### src/hdl/hctl_pkg.sv
`default_nettype none

package hctl_pkg;

    localparam int xlen = 32;

    typedef logic [4:0]      reg_idx_t;
    typedef logic [xlen-1:0] word_t;

    // register sources and operand values of the instruction in decode.
    typedef struct packed {
        logic     valid;
        reg_idx_t rs1;
        reg_idx_t rs2;
        word_t    rs1_value;
        word_t    rs2_value;
    } idu_src_t;

    // bit 0 of result carries the branch compare outcome.
    typedef struct packed {
        logic     valid;
        reg_idx_t rd;
        logic     reg_wen;
        logic     mem_ren;
        word_t    pc;
        word_t    imm;
        word_t    result;
    } exu_info_t;

    typedef struct packed {
        logic     valid;
        reg_idx_t rd;
        logic     reg_wen;
        logic     mem_ren;
        word_t    ex_result;
        word_t    rdata;
    } mem_info_t;

    // control decoded for the instruction in execute.
    typedef struct packed {
        logic branch;
        logic jump;
        logic mret;
        logic ecall;
        logic fence_i;
    } ctrl_flags_t;

    // encodings match the operand choice codes used by the pipeline.
    typedef enum logic [1:0] {
        fwd_none     = 2'b00,
        fwd_exu      = 2'b01,
        fwd_mem_alu  = 2'b10,
        fwd_mem_load = 2'b11
    } fwd_sel_e;

    typedef enum logic {
        csr_mtvec = 1'b0,
        csr_mepc  = 1'b1
    } csr_sel_e;

    typedef struct packed {
        logic  valid;
        word_t target;
        logic  flush;
        logic  icache_clr;
    } redirect_t;

endpackage

`default_nettype wire

### src/hdl/hazard_detect.sv
`timescale 1ns/1ps
`default_nettype none

module hazard_detect import hctl_pkg::*; (
    input  idu_src_t  idu,
    input  exu_info_t exu,
    input  mem_info_t mem,
    output fwd_sel_e  rs1_sel,
    output fwd_sel_e  rs2_sel,
    output logic      stall
);

    logic exu_writes;
    logic mem_writes;
    logic rs1_load_use;
    logic rs2_load_use;

    // x0 never forwards, and a rd of zero never matches a live source.
    assign exu_writes = exu.valid && exu.reg_wen && (exu.rd != '0);
    assign mem_writes = mem.valid && mem.reg_wen && (mem.rd != '0);

    // true when the source needs a load result that is still in execute.
    function automatic logic load_use(input reg_idx_t rs);
        logic hit;
        hit = idu.valid && (rs != '0) && exu_writes && (exu.rd == rs);
        return hit && exu.mem_ren;
    endfunction

    // the younger writer in execute takes priority over memory.
    function automatic fwd_sel_e source_sel(input reg_idx_t rs);
        fwd_sel_e sel;
        sel = fwd_none;
        if (idu.valid && (rs != '0)) begin
            if (exu_writes && (exu.rd == rs)) begin
                if (!exu.mem_ren) begin
                    sel = fwd_exu;
                end
            end else if (mem_writes && (mem.rd == rs)) begin
                if (mem.mem_ren) begin
                    sel = fwd_mem_load;
                end else begin
                    sel = fwd_mem_alu;
                end
            end
        end
        return sel;
    endfunction

    always_comb begin
        rs1_sel      = source_sel(idu.rs1);
        rs2_sel      = source_sel(idu.rs2);
        rs1_load_use = load_use(idu.rs1);
        rs2_load_use = load_use(idu.rs2);
    end

    assign stall = rs1_load_use || rs2_load_use;

endmodule

`default_nettype wire

### src/hdl/operand_forward.sv
`timescale 1ns/1ps
`default_nettype none

module operand_forward import hctl_pkg::*; (
    input  idu_src_t  idu,
    input  word_t     exu_result,
    input  mem_info_t mem,
    input  fwd_sel_e  rs1_sel,
    input  fwd_sel_e  rs2_sel,
    output word_t     rs1_fwd,
    output word_t     rs2_fwd
);

    // one four-way choice between the decode value and the three bypass paths.
    function automatic word_t pick(input fwd_sel_e sel, input word_t decode_value);
        word_t value;
        case (sel)
            fwd_exu: begin
                value = exu_result;
            end
            fwd_mem_alu: begin
                value = mem.ex_result;
            end
            fwd_mem_load: begin
                value = mem.rdata;
            end
            default: begin
                value = decode_value;
            end
        endcase
        return value;
    endfunction

    always_comb begin
        rs1_fwd = pick(rs1_sel, idu.rs1_value);
        rs2_fwd = pick(rs2_sel, idu.rs2_value);
    end

endmodule

`default_nettype wire

### src/hdl/redirect_ctrl.sv
`timescale 1ns/1ps
`default_nettype none

module redirect_ctrl import hctl_pkg::*; (
    input  exu_info_t   exu,
    input  ctrl_flags_t flags,
    input  word_t       mtvec,
    input  word_t       mepc,
    input  logic        stall,
    output redirect_t   redirect,
    output logic        exu_bubble
);

    logic  branch_taken;
    logic  take;
    word_t target;

    // flags only mean something while execute holds a valid instruction.
    assign branch_taken = flags.branch && exu.result[0];

    assign take = exu.valid && (flags.jump || flags.fence_i || flags.ecall ||
                                flags.mret || branch_taken);

    always_comb begin
        if (flags.jump) begin
            target = exu.result;
        end else if (flags.branch) begin
            target = exu.pc + exu.imm;
        end else if (flags.fence_i) begin
            // refetch the instruction after fence.i once the cache is cleared.
            target = exu.pc + word_t'(4);
        end else if (flags.mret) begin
            target = mepc;
        end else begin
            target = mtvec;
        end
    end

    always_comb begin
        redirect.valid      = take;
        redirect.target     = take ? target : '0;
        redirect.flush      = take;
        redirect.icache_clr = exu.valid && flags.fence_i;
    end

    // a flush or a load-use stall both turn the next execute slot into a bubble.
    assign exu_bubble = redirect.flush || stall;

endmodule

`default_nettype wire

### src/hdl/trap_csr.sv
`timescale 1ns/1ps
`default_nettype none

module trap_csr import hctl_pkg::*; #(
    parameter word_t mtvec_reset = 32'h8000_0100
) (
    input  logic     clk,
    input  logic     rst_n,
    input  logic     csr_we,
    input  csr_sel_e csr_sel,
    input  word_t    csr_wdata,
    input  logic     ecall_take,
    input  word_t    epc,
    output word_t    mtvec,
    output word_t    mepc
);

    word_t mtvec_q;
    word_t mepc_q;
    logic  mtvec_we;
    logic  mepc_we;

    assign mtvec_we = csr_we && (csr_sel == csr_mtvec);
    assign mepc_we  = csr_we && (csr_sel == csr_mepc);

    always_ff @(posedge clk) begin
        if (!rst_n) begin
            mtvec_q <= mtvec_reset;
        end else if (mtvec_we) begin
            mtvec_q <= csr_wdata;
        end
    end

    // the trap entry overrides a software write to mepc in the same cycle.
    always_ff @(posedge clk) begin
        if (!rst_n) begin
            mepc_q <= '0;
        end else if (ecall_take) begin
            mepc_q <= epc;
        end else if (mepc_we) begin
            mepc_q <= csr_wdata;
        end
    end

    assign mtvec = mtvec_q;
    assign mepc  = mepc_q;

endmodule

`default_nettype wire

### src/hdl/pc_sequencer.sv
`timescale 1ns/1ps
`default_nettype none

module pc_sequencer import hctl_pkg::*; #(
    parameter word_t reset_pc = 32'h8000_0000
) (
    input  logic      clk,
    input  logic      rst_n,
    input  logic      stall,
    input  redirect_t redirect,
    output word_t     fetch_pc
);

    word_t pc_q;
    word_t pc_next;

    // a redirect from execute outranks a load-use hold.
    always_comb begin
        if (redirect.valid) begin
            pc_next = redirect.target;
        end else if (stall) begin
            pc_next = pc_q;
        end else begin
            pc_next = pc_q + word_t'(4);
        end
    end

    always_ff @(posedge clk) begin
        if (!rst_n) begin
            pc_q <= reset_pc;
        end else begin
            pc_q <= pc_next;
        end
    end

    assign fetch_pc = pc_q;

endmodule

`default_nettype wire

### src/hdl/hctl_top.sv
`timescale 1ns/1ps
`default_nettype none

module hctl_top import hctl_pkg::*; #(
    parameter word_t reset_pc    = 32'h8000_0000,
    parameter word_t mtvec_reset = 32'h8000_0100
) (
    input  logic        clk,
    input  logic        rst_n,
    input  idu_src_t    idu,
    input  exu_info_t   exu,
    input  ctrl_flags_t flags,
    input  mem_info_t   mem,
    input  logic        csr_we,
    input  csr_sel_e    csr_sel,
    input  word_t       csr_wdata,
    output word_t       rs1_fwd,
    output word_t       rs2_fwd,
    output logic        stall,
    output logic        exu_bubble,
    output redirect_t   redirect,
    output word_t       fetch_pc
);

    fwd_sel_e rs1_sel;
    fwd_sel_e rs2_sel;
    word_t    mtvec;
    word_t    mepc;
    logic     ecall_take;

    // redirect.valid already carries the execute valid gate.
    assign ecall_take = redirect.valid && flags.ecall;

    hazard_detect hazard_detect0 (
        .idu     (idu),
        .exu     (exu),
        .mem     (mem),
        .rs1_sel (rs1_sel),
        .rs2_sel (rs2_sel),
        .stall   (stall)
    );

    operand_forward operand_forward0 (
        .idu        (idu),
        .exu_result (exu.result),
        .mem        (mem),
        .rs1_sel    (rs1_sel),
        .rs2_sel    (rs2_sel),
        .rs1_fwd    (rs1_fwd),
        .rs2_fwd    (rs2_fwd)
    );

    redirect_ctrl redirect_ctrl0 (
        .exu        (exu),
        .flags      (flags),
        .mtvec      (mtvec),
        .mepc       (mepc),
        .stall      (stall),
        .redirect   (redirect),
        .exu_bubble (exu_bubble)
    );

    trap_csr #(
        .mtvec_reset (mtvec_reset)
    ) trap_csr0 (
        .clk        (clk),
        .rst_n      (rst_n),
        .csr_we     (csr_we),
        .csr_sel    (csr_sel),
        .csr_wdata  (csr_wdata),
        .ecall_take (ecall_take),
        .epc        (exu.pc),
        .mtvec      (mtvec),
        .mepc       (mepc)
    );

    pc_sequencer #(
        .reset_pc (reset_pc)
    ) pc_sequencer0 (
        .clk      (clk),
        .rst_n    (rst_n),
        .stall    (stall),
        .redirect (redirect),
        .fetch_pc (fetch_pc)
    );

endmodule

`default_nettype wire

### config.mk
export PLATFORM = sky130hd
export DESIGN_NAME = hctl_top
export DESIGN_NICKNAME = d
export VERILOG_FILES = /design/src/hdl/hctl_pkg.sv /design/src/hdl/hazard_detect.sv /design/src/hdl/operand_forward.sv /design/src/hdl/redirect_ctrl.sv /design/src/hdl/trap_csr.sv /design/src/hdl/pc_sequencer.sv /design/src/hdl/hctl_top.sv
export SDC_FILE = /design/constraint.sdc
export NUM_CORES = 1
export LEC_CHECK = 0
export ABC_AREA = 1
export BUFFER_PORTS_ARGS = -buffer_cell sky130_fd_sc_hd__buf_2
export CAP_MARGIN = 20
export CORE_AREA = 2 2 164 166
export DETAILED_ROUTE_END_ITERATION = 8
export DIE_AREA = 0 0 166 168
export GPL_TIMING_DRIVEN = 1
export PLACE_DENSITY = 0.72
export SETUP_SLACK_MARGIN = 0.1
export SYNTH_ARGS = -nofsm -noshare
export SYNTH_HDL_FRONTEND = slang
export SYNTH_SLANG_ARGS = --single-unit
export TNS_END_PERCENT = 1
### constraint.sdc
create_clock -name clk -period 4.1 [get_ports clk]
set_input_delay 0.615 -clock clk [delete_from_list [all_inputs] [get_ports clk]]
set_output_delay 0.615 -clock clk [all_outputs]
set_load 0.02 [all_outputs]
After elaboration in Yosys (flattened, before gate mapping)
Index checks and enable logic that the tools add are counted.
{"block": "word_totals", "ff_bits": 96, "input_bits": 292, "out_inout_bits": 133, "wordCells": 70}
{"block": "classes", "addsub": 3, "eq_ne": 11, "mux": 19, "n_bitwise": 1, "reduce_logical": 33}
{"op": "$mux W32", "count": 9}
{"op": "$pmux W32 S3", "count": 2}
{"op": "$add A32 B3 Y32 const B", "count": 2}
{"op": "$add A32 B32 Y32", "count": 1}
{"op": "$logic_and A1 B1 Y1", "count": 22}
{"op": "$eq A5 B5 Y1", "count": 4}
{"op": "$reduce_bool A5 Y1", "count": 4}
{"op": "$mux W2", "count": 6}
{"op": "$eq A2 B2 Y1 const B", "count": 4}
{"op": "$logic_or A1 B1 Y1", "count": 6}
{"op": "$eq A2 B1 Y1 const B", "count": 2}
{"op": "$mux W1", "count": 2}
{"op": "$ne A2 B2 Y1 const B", "count": 1}
{"op": "$reduce_bool A2 Y1", "count": 1}
{"op": "$not A1 Y1", "count": 1}

Longest topological paths before layout
Gate-level depths: netlist (run 1).
{"block": "depth", "word_depth": 8, "mapped_depth": 18, "ltp_nobuf": 18}

Modules after synthesis
From an unflattened synthesis (run 1), not the netlist that was laid out.
{"block": "hier_totals", "cells_unflattened": 2187, "area_unflattened_um2": 11877.6}
{"module": "redirect_ctrl", "instances": 1, "cells_each": 909, "area_per_inst_um2": 4398.0, "seq_area_each_um2": 0.0}
{"module": "trap_csr", "instances": 1, "cells_each": 388, "area_per_inst_um2": 2741.4, "seq_area_each_um2": 1281.2}
{"module": "pc_sequencer", "instances": 1, "cells_each": 375, "area_per_inst_um2": 2204.6, "seq_area_each_um2": 640.6}
{"module": "operand_forward", "instances": 1, "cells_each": 372, "area_per_inst_um2": 1924.3, "seq_area_each_um2": 0.0}
{"module": "hazard_detect", "instances": 1, "cells_each": 141, "area_per_inst_um2": 601.8, "seq_area_each_um2": 0.0}
{"module": "hctl_top", "instances": 1, "cells_each": 2, "area_per_inst_um2": 7.5, "seq_area_each_um2": 0.0}

Least setup slack after synthesis (run 1)
No wires, ideal clock.
{"block": "synth_timing", "path_type": "input-to-output", "start": "input port exu[32] (netlist bit)", "end": "output port redirect[30] (netlist bit)", "arrival_time_ns": 2.160, "required_time_ns": 3.485, "slack_ns": 1.325, "stages": 13, "n_path_buf": 0, "path_cell_list": "ha_1 > fa_1 > nand3_1 > nand3_1 > nand3_1 > nand3_1 > nand2_1 > nand3_1 > nand3_1 > nand2_1 > nand2_1 > nand2_1 > inv_1"}
{"item": "start, declared", "line": "hctl_top.sv:11", "rtl": "input exu_info_t exu,"}
{"item": "end, declared", "line": "hctl_top.sv:21", "rtl": "output redirect_t redirect,"}

==> results of run 1 <==
[routing by layer]
layer,track usage,share of wire
met5,0,0.00077
met4,0.220,0.063
met3,0.0557,0.094
met2,0.634,0.43
met1,0.547,0.41
[report_power, final]
part	total (mW)	internal, mW	switching (mW)
clock network	0.838	0.420	0.417
logic	1.40	0.453	0.946
registers	1.06	1.00	0.0610
[cell families (layout without fill, tap and decap cells)]
kind of cell    count (synthesis)  after routing
fa+ha+maj                      34             34
other cells                     0             12
buf+inv                       348            730
flops                          96             96
simple gates                 1202           1202
compound gates                351            351
xor+xnor                       42             42
[worst paths after layout]
kind	from	end	slack (ps)
setup / recovery	exu[64]	redirect[30]	380
hold / removal	trap_csr0.mtvec[31]	trap_csr0.mtvec[31]	460
setup reg to reg	pc_sequencer0.fetch_pc[2]	pc_sequencer0.fetch_pc[28]	1910
hold reg to reg	trap_csr0.mtvec[31]	trap_csr0.mtvec[31]	460
[cell usage in the layout (no fill, tap or decap), types with 12 or more instances in the layout]
cell type,count
a21oi_1,127
a31oi_1,23
buf_2,424
buf_4,29
dfxtp_1,96
diode_2,12
ha_1,33
inv_1,246
nand2_1,750
nand3_1,115
nand4_1,60
nor2_1,205
nor3_1,22
o2111ai_1,19
o21ai_0,139
xnor2_1,22
xor2_1,20
[sequential cells by signal, summed over array words and instances (netlist names)]
name and count:
pc_sequencer0.fetch_pc 32, trap_csr0.mepc 32, trap_csr0.mtvec 32
[worst register-to-register path, cell delays in order (launching register included)]
cell and delay [ps]:
dfxtp_1 440, ha_1 260, nand3_2 140, nor2_1 210, nand2_1 110, nor2_1 180, nand4_1 110, nor2_1 100
nand2_1 70, nor2_1 210, nand4_1 120, nand2_1 80, a21oi_1 60
[through the flow]
| step | cells | total power [mW] |
|---|---|---|
| floorplan | 2073 | 1.83 |
| global placement | 2780 | 2.43 |
| detailed placement | 2780 | 2.44 |
| CTS | 2796 | 3.26 |
| global route | 2804 | 3.44 |
| finish | 2808 | 3.30 |
[cell type report]
class | count | share of cell area
multi-input cells | 1629 | 0.566
repair buffers | 456 | 0.173
flip-flops and latches | 96 | 0.139
inverters | 258 | 0.0700
well taps | 341 | 0.0307
clock buffers | 11 | 0.0168
clock inverters | 5 | 0.00298
diodes | 12 | 0.00216
==> flow_summary.json, run 1 <==
{
  "synth.yosys.seq_area_share": 0.172,
  "setup.worst_path.class": "in -> out",
  "fraction_of_synthesis_flops_using_an_asynchronous_set_or_reset_pin": 0,
  "reg2regPathDepth": 12,
  "main_combinational_cell_family_by_area_after_synthesis": "simple AND/OR/NAND/NOR gates",
  "synthesis.area_mm2": 0.0112,
  "synth_fa_ha_area_frac": 0.0387,
  "clk_path_buf_depth": 2,
  "wire_length_of_the_first_global_routing_pass_mm": 87.4,
  "yosys.area.top_type": "nand2_1",
  "fin_area_mm2": 0.0139,
  "core.rowCount": 60,
  "complex_gate_fraction_of_the_synthesized_area": 0.177,
  "pin_count_of_the_biggest_net_entering_global_routing": 69,
  "wl_per_cell_um": 21.4,
  "synth.ff_latch_count": 96,
  "port_buffers": 424,
  "vias_in_the_first_global_route": 14300,
  "period_share": 0.908,
  "ioPinCount": 425,
  "yosys-mux-area-fraction": 0,
  "area_growth_syn_to_layout_pct": 24.0,
  "fin_ws_ps": 379,
  "clock.fmax_mhz": 269,
  "power_dens_cells_mw_per_mm2": 238,
  "number_of_antenna_violations_at_the_first_check_in_global_routing": 11,
  "cp.required_ps": 3480,
  "cp_common_cell": "nand3_1",
  "number_of_vias_per_cell": 5.69,
  "synth_cell_type_count": 52,
  "dieHeight_um": 168,
  "gp_congestion": 1.06,
  "final_max_tran_viols": 0,
  "multi_input_gate_area_in_the_final_layout_mm2": 0.00785,
  "post-dp-hpwl_mm": 49.2,
  "period_minus_slack_ps": 3720,
  "antenna_left": 0,
  "cts_buffers": 9,
  "syn_area_per_cell_um2": 5.40,
  "post_cts.resized_instances": 0,
  "synthesis.yosys.warnings": 0,
  "worstHoldPathCells": 2,
  "first_iter_violations": 1757,
  "placement.setup.worst_slack_ps": 472,
  "finalSetupViolCount": 0,
  "cts.sinks": 96,
  "cp-end-kind": "output port",
  "worst_hold_slack_ps": 455,
  "cts_tree": "built",
  "grt_use_total": 0.407,
  "worstPathCellList": "buf_2 > ha_1 > fa_1 > nand3_1 > nand3_1 > nand3_1 > nand3_1 > nand2_1 > nand3_1 > nand3_1 > nand2_1 > nand2_1 > nand2_1 > inv_1 > buf_2",
  "clockRootBuffer": "clkbuf_16",
  "critPathLaunchType": "input pin",
  "htree_levels": 3,
  "status": "finished clean",
  "worst-path-stages": 15,
  "post_dp_cell_area_mm2": 0.0136,
  "num_vias": 16000,
  "timing.final.hold_violations": 0,
  "floorplan.initialDensity": 0.425,
  "post_synth_inst_count": 2073,
  "clock_input_transition_at_the_sequential_cells_of_the_worst_setup_and_hold_paths_ps": 60,
  "headroom_to_the_max_slew_limit": 0.539,
  "sequential_cell_area_mm2": 0.00192,
  "hold_path.class": "reg -> reg",
  "fp.dieW_um": 166,
  "worst_pin_slew_ps": 691,
  "post_route_drc": 0,
  "synth-xor-area-share": 0.0329,
  "synth_top_cell_area_share": 0.252,
  "synth_fp_nets": 2399,
  "drt_wl_total_mm": 60.0,
  "fin_nets": 2776,
  "setup_repair_after_global_routing_missed_its_margin": "no",
  "setup_buffers_after_cts": 0,
  "path_max_fanout": 5,
  "post-synth-top-count-cell": "nand2_1",
  "grt-ovfl-total": 0,
  "cellLeakagePower_nw": 7.24,
  "first_pass_drt_iterations": 7,
  "cpPeakStageDelay_ps": 520,
  "path_buf_inv": 3,
  "fin_skew_ps": 11.4,
  "nFillCells": 2907,
  "timing.critical_path.arrival_ps": 3110,
  "synth_enable_flop_cells": 0,
  "synth_top_cells_by_area": "nand2_1 (25%), dfxtp_1 (17%), inv_1 (8.3%)",
  "setup-tns-final_ps": 0,
  "final_layout_size_suffix_gt1_frac": 0.213,
  "synthFlopType": "dfxtp_1",
  "core-area_mm2": 0.0264,
  "cp_top_family": "simple AND/OR/NAND/NOR gates",
  "critical-path-slowest-cell": "fa_1",
  "floorplan.die_area_mm2": 0.0279,
  "cts.hold.buffers_added": 0,
  "synth_top_cells_by_count": "nand2_1 (750), inv_1 (246), nor2_1 (205), o21ai_0 (139), a21oi_1 (127)",
  "fin_util": 0.527,
  "worstSkewPairLatency_ps": 350,
  "worst_ir_drop_vdd_mv": 0.223,
  "synth_simple_gate_area_share": 0.452,
  "max-cap-violations": 0
}
Note: power is estimated with default switching activity, not from simulation.
==> run 2, diff against run 1 <==
- ABC_AREA: 1 -> unset
- CORE_AREA: 2 2 164 166 -> 2 2 165 167
- CTS_BUF_LIST: unset -> sky130_fd_sc_hd__clkbuf_4
- DIE_AREA: 0 0 166 168 -> 0 0 167 169
- PLACE_DENSITY: 0.72 -> 0.66
==> flow_summary.json, run 2 <==
{
  "clock.fmax_mhz": 244,
  "pin_count_of_the_biggest_net_entering_global_routing": 65,
  "synth_top_cells_by_count": "nand2_1 (245), a21oi_1 (144), nor2_1 (126), dfxtp_1 (96), clkbuf_1 (80)",
  "worstPathCellList": "buf_8 > ha_4 > fa_2 > a21o_1 > a311o_1 > a221oi_4 > o31ai_2 > a311o_1 > a41oi_2 > mux2i_1 > o22ai_2 > nor2_2 > buf_6",
  "critical-path-slowest-cell": "a221oi_4",
  "synth_cell_type_count": 81,
  "cp-end-kind": "output port",
  "period_minus_slack_ps": 4110,
  "finalSetupViolCount": 2,
  "antenna_left": 0,
  "number_of_vias_per_cell": 6.01,
  "area_growth_syn_to_layout_pct": 31.5,
  "worst_ir_drop_vdd_mv": 0.161,
  "num_vias": 13200,
  "worstSkewPairLatency_ps": 550,
  "post_synth_inst_count": 1428,
  "ioPinCount": 425,
  "synthesis.area_mm2": 0.00988,
  "synth_fp_nets": 1754,
  "syn_area_per_cell_um2": 6.92,
  "finish.cell_count_without_fillers": 2197,
  "nFillCells": 2772,
  "cts_tree": "built",
  "first_pass_drt_iterations": 6,
  "fraction_of_synthesis_flops_using_an_asynchronous_set_or_reset_pin": 0,
  "drt_wl_total_mm": 50.7,
  "cp_common_cell": "a311o_1",
  "synth.yosys.seq_area_share": 0.195,
  "cts.sinks": 96,
  "final_max_tran_viols": 0,
  "clk_path_buf_depth": 2,
  "final_common_cell": "buf_2",
  "post_route_drc": 0,
  "port_buffers": 424,
  "path_max_fanout": 3,
  "core-area_mm2": 0.0265,
  "dieHeight_um": 169,
  "timing.final.hold_violations": 0,
  "status": "finished with violations",
  "fp.dieW_um": 167,
  "post_dp_cell_area_mm2": 0.0127,
  "critPathLaunchType": "input pin",
  "setup.worst_path.class": "in -> out",
  "gp_congestion": 0.995,
  "wl_per_cell_um": 23.1,
  "first_iter_violations": 1501,
  "worst_pin_slew_ps": 907,
  "wire_length_of_the_first_global_routing_pass_mm": 73.4,
  "cellLeakagePower_nw": 5.74,
  "setup_repair_after_global_routing_missed_its_margin": "yes",
  "yosys.area.top_type": "dfxtp_1",
  "layout_common_cells": "buf_2 (418), nand2_1 (244), a21oi_1 (142)",
  "synth.ff_latch_count": 96,
  "power_dens_cells_mw_per_mm2": 231,
  "violations": "negative setup slack",
  "vias_in_the_first_global_route": 11800,
  "synth_top_cells_by_area": "dfxtp_1 (19%), nand2_1 (9.3%), a21oi_1 (7.3%)",
  "fin_util": 0.490,
  "grt_use_total": 0.337,
  "timing.critical_path.arrival_ps": 3490,
  "hold_path.class": "in -> reg",
  "cpPeakStageDelay_ps": 370,
  "fin_ws_ps": -6.53,
  "multi_input_gate_area_in_the_final_layout_mm2": 0.00755,
  "clock_input_transition_at_the_sequential_cells_of_the_worst_setup_and_hold_paths_ps": 210,
  "htree_levels": 3,
  "synthesis.yosys.warnings": 0,
  "grt-ovfl-total": 0,
  "synth_enable_flop_cells": 0,
  "period_share": 1.00,
  "max-cap-violations": 0,
  "clockRootBuffer": "clkbuf_4",
  "core.rowCount": 60,
  "fin_nets": 2173,
  "post-synth-top-count-cell": "nand2_1",
  "placement.setup.worst_slack_ps": -344,
  "synth_top_cell_area_share": 0.195,
  "cp.required_ps": 3480,
  "cts_buffers": 9,
  "sequential_cell_area_mm2": 0.00192,
  "place_inst": 2171,
  "synthFlopType": "dfxtp_1",
  "headroom_to_the_max_slew_limit": 0.394,
  "setup-tns-final_ps": -6.56,
  "worst_hold_slack_ps": 303,
  "fin_area_mm2": 0.0130,
  "floorplan.initialDensity": 0.373,
  "post-dp-hpwl_mm": 40.7,
  "fin_skew_ps": 40.6,
  "final_layout_size_suffix_gt1_frac": 0.329,
  "number_of_antenna_violations_at_the_first_check_in_global_routing": 3,
  "power_mw": 3.00,
  "floorplan.die_area_mm2": 0.0282
}
run 2: cell types whose count changed after synthesis, moves of 43 or more:
cell      change
clkbuf_1     +43
nor2_1       -79
nand3_1      -46
o21ai_0      -75
inv_1       -234
nand2_1     -505
nand4_1      -44
run 2: kinds of logic (layout without fill, tap and decap cells):
logic type                 Yosys count  in the layout  share of synthesized area
xor gates and xnor gates            78             78                     0.0692
other                                0              4                          0
AOI/OAI and AO/OA                  449            449                      0.308
and+or+nand+nor                    602            602                      0.283
buffers and inverters              121            545                     0.0521
muxes                               48             48                     0.0495
adders and majority gates           34             34                     0.0438
DFF                                 96             96                      0.195
run 2: final cells by class:
type,count,area share
well taps,341,0.0329
diodes,4,0.000771
multi-input cells,1211,0.582
clock buffers,9,0.00520
inverters,15,0.00434
flip-flops and latches,96,0.148
repair buffers,514,0.222
clock inverters,7,0.00472
run 2: layer usage:
metal | up-vias | routed length [um] | track usage
li1 | 6105 | - | -
met1 | 6217 | 22100 | 0.488
met2 | 782 | 21100 | 0.480
met3 | 98 | 5390 | 0.0753
met4 | 0 | 2110 | 0.131
met5 | - | 0 | 0
run 2: worst max-delay path, delay by kind of cell:
family	cells	cell delay, ps
AND/OR/NAND/NOR	1	170
adder cells (fa/ha/maj)	2	520
buffers and inverters	2	240
AO/OA/AOI/OAI	7	1680
multiplexers	1	250
run 2: worst paths after layout:
path | start | end | slack (ps) | cells past startpoint
worst min register to register | trap_csr0.mtvec[13] | trap_csr0.mtvec[13] | 460 | 2
worst max register to register | pc_sequencer0.fetch_pc[11] | pc_sequencer0.fetch_pc[25] | 1740 | 8
worst min-delay path | csr_wdata[14] | trap_csr0.mtvec[14] | 300 | 3
worst max-delay path | exu[64] | redirect[30] | -7 | 13
run 2: timing repair:
action                                  CTS  global route
gates resized for setup                  23             9
buffers inserted                          5             0
hold buffers                              0             0
endpoints found under the setup margin    8            14
pin swaps                                16             5
run 2: power breakdown:
| group | switching (mW) | total [mW] | internal, mW |
|---|---|---|---|
| clock network | 0.412 | 0.550 | 0.138 |
| registers | 0.0484 | 1.05 | 0.998 |
| logic | 0.850 | 1.40 | 0.554 |
